`config.mk`:
```
export PLATFORM = sky130hd
export DESIGN_NAME = fpu_core
export DESIGN_NICKNAME = d
export VERILOG_FILES = /design/src/common/fpu_pkg.sv /design/src/fpu/fpu_core.sv /design/src/fpu/fpu_mul.sv /design/src/fpu/fpu_addsub.sv
export SDC_FILE = /design/constraint.sdc
export NUM_CORES = 2
export LEC_CHECK = 0
export BUFFER_PORTS_ARGS = -buffer_cell sky130_fd_sc_hd__clkbuf_2
export CAP_MARGIN = 20
export CORE_MARGIN = 2
export CORE_UTILIZATION = 35
export CTS_BUF_LIST = sky130_fd_sc_hd__clkbuf_8
export CTS_CLUSTER_SIZE = 24
export DETAILED_ROUTE_END_ITERATION = 6
export PLACE_DENSITY = 0.61
export SYNTH_ARGS = -nofsm -noshare
export SYNTH_HDL_FRONTEND = slang
export SYNTH_SLANG_ARGS = --single-unit
```
`constraint.sdc`:
```
create_clock -name clk -period 23.5 [get_ports clk]
set_input_delay 5.875 -clock clk [delete_from_list [all_inputs] [get_ports clk]]
set_output_delay 5.875 -clock clk [all_outputs]
set_load 0.02 [all_outputs]
```
`src/common/fpu_pkg.sv`:
```
// fpu_pkg: shared widths, opcodes and payload types
// for the single-precision FPU subsystem
`default_nettype none

package fpu_pkg;

	localparam int FLEN       = 32;
	localparam int NREG       = 32;
	localparam int RADDR_W    = $clog2(NREG);
	localparam int FIFO_DEPTH = 4;

	// quiet NaN returned by every invalid or NaN-fed op
	localparam logic [FLEN-1:0] CANON_NAN = 32'h7fc0_0000;

	typedef enum logic [1:0] {
		OP_FADD = 2'b00,
		OP_FSUB = 2'b01,
		OP_FMUL = 2'b10,
		OP_FLW  = 2'b11
	} fpu_op_e;

	// command as it arrives on the external port
	typedef struct packed {
		fpu_op_e            op;
		logic [RADDR_W-1:0] rd;
		logic [RADDR_W-1:0] rs1;
		logic [RADDR_W-1:0] rs2;
		logic [FLEN-1:0]    load_data;
	} fpu_cmd_t;

	// nv in bit 4 down to nx in bit 0
	typedef struct packed {
		logic nv;
		logic dz;
		logic of;
		logic uf;
		logic nx;
	} fpu_flags_t;

	typedef struct packed {
		logic [RADDR_W-1:0] rd;
		logic [FLEN-1:0]    data;
		fpu_flags_t         flags;
	} fpu_wb_t;

	// operands already read out of the register file
	typedef struct packed {
		fpu_op_e            op;
		logic [RADDR_W-1:0] rd;
		logic [FLEN-1:0]    a;
		logic [FLEN-1:0]    b;
		logic [FLEN-1:0]    load_data;
	} fpu_issue_t;

endpackage

`default_nettype wire
```
`src/fpu/fpu_core.sv`:
```
// two-stage FPU core around the add/sub and multiply units
// stage 2 picks the unit result or the load data for writeback
`timescale 1ns/100ps
`default_nettype none

module fpu_core (
	input  logic                          clk,
	input  logic                          nrst,
	input  logic                          issue_valid,
	input  fpu_pkg::fpu_issue_t           issue,
	output logic                          s1_valid,
	output logic [fpu_pkg::RADDR_W-1:0]   s1_rd,
	output logic                          wb_valid,
	output fpu_pkg::fpu_wb_t              wb
);
	import fpu_pkg::*;

	fpu_op_e s1_op;
	fpu_op_e s2_op;
	logic [FLEN-1:0] s1_load;
	logic [FLEN-1:0] s2_load;
	logic [RADDR_W-1:0] s2_rd;
	logic add_valid;
	logic mul_valid;
	logic [FLEN-1:0] add_res;
	logic [FLEN-1:0] mul_res;
	fpu_flags_t add_flags;
	fpu_flags_t mul_flags;

	assign add_valid = issue_valid && ((issue.op == OP_FADD) || (issue.op == OP_FSUB));
	assign mul_valid = issue_valid && (issue.op == OP_FMUL);

	fpu_addsub u_addsub (
		.clk      (clk),
		.nrst     (nrst),
		.in_valid (add_valid),
		.a        (issue.a),
		.b        (issue.b),
		.sub      (issue.op == OP_FSUB),
		.res      (add_res),
		.flags    (add_flags)
	);

	fpu_mul u_mul (
		.clk      (clk),
		.nrst     (nrst),
		.in_valid (mul_valid),
		.a        (issue.a),
		.b        (issue.b),
		.res      (mul_res),
		.flags    (mul_flags)
	);

	always_ff @(posedge clk) begin
		if (!nrst) begin
			s1_valid <= 1'b0;
			wb_valid <= 1'b0;
		end else begin
			s1_valid <= issue_valid;
			wb_valid <= s1_valid;
		end
	end

	// op, rd and load data ride alongside the units
	always_ff @(posedge clk) begin
		s1_op   <= issue.op;
		s1_rd   <= issue.rd;
		s1_load <= issue.load_data;
		s2_op   <= s1_op;
		s2_rd   <= s1_rd;
		s2_load <= s1_load;
	end

	// load data or fpu result into the register file
	always_comb begin
		wb.rd = s2_rd;
		case (s2_op)
			OP_FLW: begin
				wb.data  = s2_load;
				wb.flags = '0;
			end
			OP_FMUL: begin
				wb.data  = mul_res;
				wb.flags = mul_flags;
			end
			default: begin
				wb.data  = add_res;
				wb.flags = add_flags;
			end
		endcase
	end

	a_legal_op: assert property (@(posedge clk) disable iff (!nrst)
		issue_valid |-> (!$isunknown(issue.op) &&
			(issue.op inside {OP_FADD, OP_FSUB, OP_FMUL, OP_FLW})));

endmodule

`default_nettype wire

```
`src/fpu/fpu_mul.sv`:
```
// fpu_mul: two-stage single-precision multiply, RNE only
// stage 1 forms the 48-bit product, stage 2 normalizes and rounds
`timescale 1ns/100ps
`default_nettype none

module fpu_mul (
	input  logic                       clk,
	input  logic                       nrst,
	input  logic                       in_valid,
	input  logic [fpu_pkg::FLEN-1:0]   a,
	input  logic [fpu_pkg::FLEN-1:0]   b,
	output logic [fpu_pkg::FLEN-1:0]   res,
	output fpu_pkg::fpu_flags_t        flags
);
	import fpu_pkg::*;

	logic sign;
	logic a_nan, b_nan, a_inf, b_inf, a_zero, b_zero, a_snan, b_snan;
	logic spec, spec_nv;
	logic [FLEN-1:0] spec_res;
	logic s1_v, r_spec, r_spec_nv, r_sign;
	logic [FLEN-1:0] r_spec_res;
	logic signed [9:0] r_exp, exp_n, exp_r;
	logic [47:0] r_prod;
	logic [23:0] man;
	logic g, st, rnd_up;
	logic [24:0] man_r;
	logic [FLEN-1:0] res_d;
	fpu_flags_t fl_d;

	assign sign   = a[31] ^ b[31];
	assign a_zero = (a[30:23] == 8'd0);
	assign b_zero = (b[30:23] == 8'd0);
	assign a_nan  = (&a[30:23]) && (|a[22:0]);
	assign b_nan  = (&b[30:23]) && (|b[22:0]);
	assign a_inf  = (&a[30:23]) && !(|a[22:0]);
	assign b_inf  = (&b[30:23]) && !(|b[22:0]);
	assign a_snan = a_nan && !a[22];
	assign b_snan = b_nan && !b[22];

	always_comb begin
		spec     = 1'b1;
		spec_nv  = 1'b0;
		spec_res = CANON_NAN;
		if (a_nan || b_nan)
			spec_nv = a_snan || b_snan;
		else if ((a_inf && b_zero) || (b_inf && a_zero))
			spec_nv = 1'b1;
		else if (a_inf || b_inf)
			spec_res = {sign, 8'hff, 23'd0};
		else if (a_zero || b_zero)
			spec_res = {sign, 31'd0};
		else
			spec = 1'b0;
	end

	always_ff @(posedge clk) begin
		if (!nrst)
			s1_v <= 1'b0;
		else
			s1_v <= in_valid;
	end

	always_ff @(posedge clk) begin
		if (in_valid) begin
			r_spec     <= spec;
			r_spec_nv  <= spec_nv;
			r_spec_res <= spec_res;
			r_sign     <= sign;
			r_exp      <= $signed({2'b00, a[30:23]}) + $signed({2'b00, b[30:23]}) - 10'sd127;
			r_prod     <= {1'b1, a[22:0]} * {1'b1, b[22:0]};
		end
	end

	// product is in [1,4), one step right at most
	always_comb begin
		if (r_prod[47]) begin
			man   = r_prod[47:24];
			g     = r_prod[23];
			st    = |r_prod[22:0];
			exp_n = r_exp + 10'sd1;
		end else begin
			man   = r_prod[46:23];
			g     = r_prod[22];
			st    = |r_prod[21:0];
			exp_n = r_exp;
		end
		rnd_up = g & (st | man[0]);
		man_r  = {1'b0, man} + {24'd0, rnd_up};
		exp_r  = exp_n + $signed({9'd0, man_r[24]});
		fl_d   = '0;
		if (r_spec) begin
			res_d   = r_spec_res;
			fl_d.nv = r_spec_nv;
		end else if (exp_r >= 10'sd255) begin
			res_d   = {r_sign, 8'hff, 23'd0};
			fl_d.of = 1'b1;
			fl_d.nx = 1'b1;
		end else if (exp_r <= 10'sd0) begin
			res_d   = {r_sign, 31'd0};
			fl_d.uf = 1'b1;
			fl_d.nx = 1'b1;
		end else begin
			res_d   = {r_sign, exp_r[7:0], man_r[24] ? 23'd0 : man_r[22:0]};
			fl_d.nx = g | st;
		end
	end

	always_ff @(posedge clk) begin
		if (s1_v) begin
			res   <= res_d;
			flags <= fl_d;
		end
	end

endmodule

`default_nettype wire

```
`src/fpu/fpu_addsub.sv`:
```
// fpu_addsub: two-stage single-precision add/subtract, RNE only
// stage 1 unpacks and aligns, stage 2 adds, normalizes and rounds
`timescale 1ns/100ps
`default_nettype none

module fpu_addsub (
	input  logic                       clk,
	input  logic                       nrst,
	input  logic                       in_valid,
	input  logic [fpu_pkg::FLEN-1:0]   a,
	input  logic [fpu_pkg::FLEN-1:0]   b,
	input  logic                       sub,
	output logic [fpu_pkg::FLEN-1:0]   res,
	output fpu_pkg::fpu_flags_t        flags
);
	import fpu_pkg::*;

	logic sb;
	logic a_nan, b_nan, a_inf, b_inf, a_snan, b_snan;
	logic a_big;
	logic [7:0] ea, eb, e_big, e_sml, d;
	logic [4:0] dcap;
	logic [23:0] ma, mb, m_big, m_sml;
	logic [53:0] shf;
	logic spec, spec_nv;
	logic [FLEN-1:0] spec_res;
	// stage 1 registers
	logic s1_v, r_spec, r_spec_nv, r_sign, r_zsign, r_sub;
	logic [FLEN-1:0] r_spec_res;
	logic [7:0] r_exp;
	logic [26:0] r_mbig, r_msml;
	// stage 2 datapath
	logic [27:0] sum;
	logic [4:0] lz;
	logic [26:0] norm;
	logic signed [9:0] exp_n, exp_r;
	logic rnd_up;
	logic [24:0] man_r;
	logic [FLEN-1:0] res_d;
	fpu_flags_t fl_d;

	// subnormals flush to zero here
	assign ea     = a[30:23];
	assign eb     = b[30:23];
	assign ma     = (ea == 8'd0) ? 24'd0 : {1'b1, a[22:0]};
	assign mb     = (eb == 8'd0) ? 24'd0 : {1'b1, b[22:0]};
	assign sb     = b[31] ^ sub;
	assign a_nan  = (&ea) && (|a[22:0]);
	assign b_nan  = (&eb) && (|b[22:0]);
	assign a_inf  = (&ea) && !(|a[22:0]);
	assign b_inf  = (&eb) && !(|b[22:0]);
	assign a_snan = a_nan && !a[22];
	assign b_snan = b_nan && !b[22];

	assign a_big = ({ea, ma} >= {eb, mb});
	assign e_big = a_big ? ea : eb;
	assign e_sml = a_big ? eb : ea;
	assign m_big = a_big ? ma : mb;
	assign m_sml = a_big ? mb : ma;
	assign d     = e_big - e_sml;
	assign dcap  = (d > 8'd27) ? 5'd27 : d[4:0];
	// bits shifted past the round position collapse into sticky
	assign shf   = {m_sml, 3'b000, 27'd0} >> dcap;

	always_comb begin
		spec     = 1'b1;
		spec_nv  = 1'b0;
		spec_res = CANON_NAN;
		if (a_nan || b_nan)
			spec_nv = a_snan || b_snan;
		else if (a_inf && b_inf && (a[31] != sb))
			spec_nv = 1'b1;
		else if (a_inf)
			spec_res = {a[31], 8'hff, 23'd0};
		else if (b_inf)
			spec_res = {sb, 8'hff, 23'd0};
		else
			spec = 1'b0;
	end

	always_ff @(posedge clk) begin
		if (!nrst)
			s1_v <= 1'b0;
		else
			s1_v <= in_valid;
	end

	always_ff @(posedge clk) begin
		if (in_valid) begin
			r_spec     <= spec;
			r_spec_nv  <= spec_nv;
			r_spec_res <= spec_res;
			r_sign     <= a_big ? a[31] : sb;
			r_zsign    <= a[31] & sb;
			r_sub      <= (a[31] != sb);
			r_exp      <= e_big;
			r_mbig     <= {m_big, 3'b000};
			r_msml     <= {shf[53:28], shf[27] | (|shf[26:0])};
		end
	end

	assign sum = r_sub ? ({1'b0, r_mbig} - {1'b0, r_msml}) : ({1'b0, r_mbig} + {1'b0, r_msml});

	// leading zeros above bit 26, used after a cancellation
	always_comb begin
		lz = 5'd0;
		for (int i = 0; i < 27; i++) begin
			if (sum[i])
				lz = 5'(26 - i);
		end
	end

	always_comb begin
		if (sum[27]) begin
			norm  = {sum[27:2], sum[1] | sum[0]};
			exp_n = $signed({2'b00, r_exp}) + 10'sd1;
		end else begin
			norm  = sum[26:0] << lz;
			exp_n = $signed({2'b00, r_exp}) - $signed({5'd0, lz});
		end
		rnd_up = norm[2] & (norm[1] | norm[0] | norm[3]);
		man_r  = {1'b0, norm[26:3]} + {24'd0, rnd_up};
		exp_r  = exp_n + $signed({9'd0, man_r[24]});
		fl_d   = '0;
		if (r_spec) begin
			res_d   = r_spec_res;
			fl_d.nv = r_spec_nv;
		end else if (sum == 28'd0) begin
			res_d = {r_zsign, 31'd0};
		end else if (exp_r >= 10'sd255) begin
			res_d   = {r_sign, 8'hff, 23'd0};
			fl_d.of = 1'b1;
			fl_d.nx = 1'b1;
		end else if (exp_r <= 10'sd0) begin
			res_d   = {r_sign, 31'd0};
			fl_d.uf = 1'b1;
			fl_d.nx = 1'b1;
		end else begin
			res_d   = {r_sign, exp_r[7:0], man_r[24] ? 23'd0 : man_r[22:0]};
			fl_d.nx = |norm[2:0];
		end
	end

	always_ff @(posedge clk) begin
		if (s1_v) begin
			res   <= res_d;
			flags <= fl_d;
		end
	end

endmodule

`default_nettype wire

```
== After elaboration in Yosys (flattened, before gate mapping) ==
Cells that the tools add are included.

* Memory bits (read-only): 0
* Bits in latches: 0
* Register bits after elaboration: 343
* Output and inout port bits: 49
* RAM bits: 0
* Memories: 0

* Add/sub/neg operators: 12
* Order comparisons: 6
* $mul: 1
* Reduce and logical (&&, ||, !) cells: 41
* Equal/unequal tests: 5
* Bitwise operators: 11
* Div/mod/pow operators: 0
* Multiplexer cells: 70
* Shift-type cells: 2

{| class="wikitable"
|+ Operators by type and width
! operator !! count
|-
| two-way mux 32 bit || 7
|-
| two-way mux 5 bit || 28
|-
| two-way mux 31 bit || 4
|-
| two-way mux 24 bit || 5
|-
| case mux 37 bit (2 select lines) || 1
|-
| OR reduction 23 bit || 3
|-
| >> shifter 54 x 5 -> 54 bit || 1
|-
| adder 24 x 1 -> 25 bit || 2
|-
| multiplier 24 x 24 -> 48 bit || 1
|-
| two-way mux 23 bit || 2
|-
| greater-or-equal comparator 32 bit || 1
|-
| adder 27 x 27 -> 28 bit || 1
|-
| zero test 28 bit || 1
|-
| two-way mux 28 bit || 1
|-
| subtractor 27 x 27 -> 28 bit || 1
|-
| two-way mux 27 bit || 1
|-
| OR reduction 27 bit || 1
|-
| left shift 27 x 5 -> 27 bit || 1
|-
| OR reduction 22 bit || 1
|-
| adder 10 x 2 -> 10 bit || 2
|-
| greater-or-equal comparator 10 x 9 -> 1 bit, second input constant || 2
|-
| <= comparator 10 x 1 -> 1 bit, second input constant || 2
|-
| two-way mux 10 bit || 2
|-
| two-way mux 1 bit || 17
|-
| other kinds (22) || 60
|}

== Logic depth before layout (Yosys ltp) ==
* Depth after elaboration: 41
* Mapped depth: 38

== Cells and area by module ==
Synthesis repeated with hierarchy kept, for this count alone.

* Cells, all modules: 4702
* Area, all modules: 41070.6 um^2

{| class="wikitable"
|+ By module, submodules not included
! module !! instances !! seq. area each (um^2) !! cells an instance !! area an instance (um^2)
|-
| fpu_mul || 1 || 3022.9 || 2581 || 24090.6
|-
| fpu_addsub || 1 || 3083.0 || 1912 || 14560.2
|-
| fpu_core || 1 || 1601.5 || 209 || 2419.8
|}

== Least setup slack after synthesis ==
OpenSTA, ideal clock, no wires.

* Path kind: input-to-reg
* Start: input issue[35] (netlist name)
* End: register u_mul.r_prod[47], data pin
* Stages on the path: 30
* Data arrival time: 12787 ps
* Data required time: 23241 ps
* Setup time: 259 ps
* Slack: 10453 ps
* Cell sequence: clkbuf_1 -> clkbuf_1 -> nand2_1 -> fa_1 -> inv_1 -> fa_1 -> fa_1 -> inv_1 -> fa_1 -> inv_1 -> fa_1 -> inv_1 -> fa_1 -> inv_1 -> fa_1 -> ha_1 -> clkbuf_1 -> nand3_1 -> o31a_1 -> a31o_2 -> a311o_1 -> a31oi_1 -> o31ai_1 -> a31o_2 -> a21oi_1 -> a22o_1 -> nor2_1 -> o21ai_0 -> a21oi_1 -> xnor2_1

* Word-level cells in the longest chain between the ends: 1

{| class="wikitable"
|+ Ends and longest elaborated chain
! element !! line !! source
|-
| from (decl) || fpu_core.sv:10 || <nowiki>input fpu_pkg::fpu_issue_t issue,</nowiki>
|-
| multiplier 24 x 24 -> 48 bit || fpu_mul.sv:71 || <nowiki>r_prod <= {1'b1, a[22:0]} * {1'b1, b[22:0]};</nowiki>
|-
| to (signal assigned) || fpu_mul.sv:71 ||
|-
| to (decl) || fpu_mul.sv:24 || <nowiki>logic [47:0] r_prod;</nowiki>
|}

Every way passes these cells.
A chain may end at the register's enable or synchronous reset.

== Final worst setup path ==
* Start: input issue[88] (netlist name)
* End: register u_addsub.r_msml[0], data pin

* Word-level cells in the longest chain between the ends: 10

{| class="wikitable"
|+ Ends and longest elaborated chain
! element !! line !! source
|-
| zero test 8 bit || fpu_addsub.sv:45 || <nowiki>assign ma = (ea == 8'd0) ? 24'd0 : {1'b1, a[22:0]};</nowiki>
|-
| two-way mux 24 bit || fpu_addsub.sv:45 ||
|-
| greater-or-equal comparator 32 bit || fpu_addsub.sv:55 || <nowiki>assign a_big = ({ea, ma} >= {eb, mb});</nowiki>
|-
| two-way mux 8 bit, on equally long branches || fpu_addsub.sv:56, fpu_addsub.sv:57 ||
|-
| subtractor 8 bit || fpu_addsub.sv:60 || <nowiki>assign d = e_big - e_sml;</nowiki>
|-
| greater-than comparator 8 x 5 -> 1 bit || fpu_addsub.sv:61 || <nowiki>assign dcap = (d > 8'd27) ? 5'd27 : d[4:0];</nowiki>
|-
| two-way mux 5 bit || fpu_addsub.sv:61 ||
|-
| >> shifter 54 x 5 -> 54 bit * || fpu_addsub.sv:63 || <nowiki>assign shf = {m_sml, 3'b000, 27'd0} >> dcap;</nowiki>
|-
| OR reduction 27 bit || fpu_addsub.sv:98 || <nowiki>r_msml <= {shf[53:28], shf[27] | (|shf[26:0])};</nowiki>
|-
| bitwise OR 1 bit * || fpu_addsub.sv:98 ||
|-
| to (signal assigned) || fpu_addsub.sv:98 ||
|-
| to (decl) || fpu_addsub.sv:31 || <nowiki>logic [26:0] r_mbig, r_msml;</nowiki>
|}

Every way passes the cells marked *; elsewhere a longest branch is shown, timed or not.

==> flow_summary.yaml <==
clock_tree:
  cts_buffers: 51
  clk_latency_ps: 650
  cts_tree: "built"
  clkSinkCount: 284
  htreeDepth: 2
  cts_root_buffer: "clkbuf_8"
  hold_buffers: 0
  post_cts_buffers: 0
  ctsResizeCount: 0
  cts_buffer_depth: 3
  clk_pin_slew_worst_paths_ps: 60
final_layout:
  nets: 5373
  multi_input_area_sq_um: 28700
  layout-drive-gt1-share_pct: 8.54
  seq_area_sq_um: 7710
  fillCellCount: 11462
  area_growth_pct: 7.87
worst_setup_path:
  reg2reg_depth: 28
  cp-start-kind: "primary input"
  cp.arrival_ps: 14720
  cp_num_buf_inv: 3
  critical_path.startpoint: "issue[88]"
  cpPeakStageDelay_ps: 780
  critical_path_depth: 26
  crit_fanout: 33
  crit_type: "in2reg"
  crit_required_ps: 23880
  reg2reg_from: "u_addsub.r_msml[0]"
  cp_top_family: "simple AND/OR/NAND/NOR gates"
  crit_slowest_cell: "nand2_1"
  critPathCaptureType: "register"
grt:
  grt_use_met2_pct: 35.1
  top_usage_layer: "met2"
  met3_usage_pct: 3.39
  use_met1_pct: 31.7
  grt_pass1_wl_um: 199000
  grtUsageTotal_pct: 22.1
  grt_max_degree: 70
  grt_pass1_vias: 33115
  antenna_found_initial: 3
  overflow: 0
placement:
  place.gp.congestion: 0.969
  place_hpwl_um: 95300
  port_buffers: 153
drt:
  num_vias: 32977
  ant_nets: 0
  drtIter0Drc: 2945
  first_pass_iters: 6
  drt_wl_total_um: 128000
  route.detailed.wl_per_inst_um: 21.2
  route.detailed.drc: 0
  viasPerCell: 5.46
die:
  initial_utilization_pct: 35.3
  rows: 123
  chipWidth_um: 341
  die_area_sq_um: 116000
  core_region_area_sq_um: 112000
  die_y_um: 341
  ioPinCount: 155
hold_path:
  hold_depth: 0
  hold_class: "reg2reg"
  min_from: "s1_load[14]"
synth:
  avgSynthCellArea_sq_um: 8.84
  ys_seq_elements: 284
  synth_flop_cell: "edfxtp_1"
  yosysWarnings: 0
  ys_seq_area_share_pct: 19.4
  synth-edff-count: 202
  synth_nets: 5355
  synth_top_cell_by_area: "fa_1"
  synthTopCellsByCount: "inv_1, nand2_1, fa_1"
  yosys-top-cells-area: "fa_1, edfxtp_1, ha_1, inv_1, nand2_1"
  synth_top_area_share_pct: 24.5
  ys_types: 127
  synth-async-reset-ratio_pct: 0
  syn_inst: 4484
  yosysMostFrequentCell: "inv_1"
  netlist_area_sq_um: 39700
timing:
  hold_viol: 0
  finalSetupTns_ps: 0
  setup_viol: 0
  finClkSkew_ps: 24.6
  slew_headroom_pct: 22.7
  report.final.slew_viol_count: 0
  worstMarginPinSlew_ps: 1140
  finalCritPeriodShare_pct: 61.0
  rsz0062_at_grt: "false"
  clock.fmax_mhz: 69.7
  post-route-min-period_ps: 14350
status:
  outcome: "finished clean"
job:
  cap_violations: 0
-- registers in the layout (all words and copies together) (netlist names), 2 cells and up --
register             cells
s1_load                 32
s1_op                    2
s1_rd                    5
s2_load                 32
s2_op                    2
s2_rd                    5
u_addsub.flags           4
u_addsub.r_exp           8
u_addsub.r_mbig         24
u_addsub.r_msml         27
u_addsub.r_spec_res      2
u_addsub.res            32
u_mul.flags              4
u_mul.r_exp             10
u_mul.r_prod            48
u_mul.r_spec_res         3
u_mul.res               32
-- cells in the final DEF, fill, tap and decap left out, types with 153 or more instances in the layout --
| cell | count |
|---|---|
| nor2_1 | 258 |
| edfxtp_1 | 202 |
| fa_1 | 485 |
| clkbuf_2 | 153 |
| and2_1 | 269 |
| a21oi_1 | 214 |
| nand2_1 | 573 |
| o21ai_0 | 158 |
| inv_1 | 640 |
| ha_1 | 280 |
-- layer usage --
metal	up-vias	part of all wire, %	routed length [um]
met5	-	0	0
met4	0	2.1	2650
met3	205	7.7	9850
met1	16470	45	57900
li1	14963	-	-
met2	1339	45	58000
-- layout make-up --
class                   instances  area share (%)
multi-input cells            3341            67.0
flip-flops and latches        284            18.0
inverters                     627            5.51
well taps                    1500            4.39
repair buffers                197            2.56
clock buffers                  58            1.87
clock inverters                37           0.670
diodes                          1         0.00585
-- cell families (layout without fill, tap and decap cells) --
kind of cell	count (synthesis)	after routing	share of synthesized area, %
AOI/OAI and AO/OA	783	783	13.4
xor gates and xnor gates	153	153	3.44
adders and majority gates	765	765	33.3
buffers and inverters	859	919	8.37
DFF	284	284	19.4
muxes	123	123	3.29
other	1	2	0.00946
and+or+nand+nor	1516	1516	18.7
-- through the flow --
step	setup slack [ps]	instance area, sq um	cells	utilization (%)	hold slack, ps
floorplan	10450	39700	4484	-	310
global placement	8820	41700	5949	37.1	312
detailed placement	8710	41700	5949	37.1	313
CTS	9400	42800	6044	38.0	325
global route	8480	42800	6045	38.0	327
finish	9150	42800	6045	38.0	321
-- worst register-to-register path, delay by kind of cell, from the launching register on --
kind	cells	cell delay, ps
AOI/OAI and AO/OA	12	4310
adders and majority gates	3	860
buffers and inverters	2	1050
DFF	1	720
muxes	2	580
and+or+nand+nor	9	3330
-- worst paths after layout --
path                                      endpoint  slack (ps)
worst max-delay path            u_addsub.r_msml[0]        9150
worst min-delay path                   s2_load[14]         320
worst max register to register    u_addsub.res[30]       12380
worst min register to register         s2_load[14]         320
Power is not shown: default switching activity piles up to over one toggle a cycle in this logic, so the estimate is an artifact.
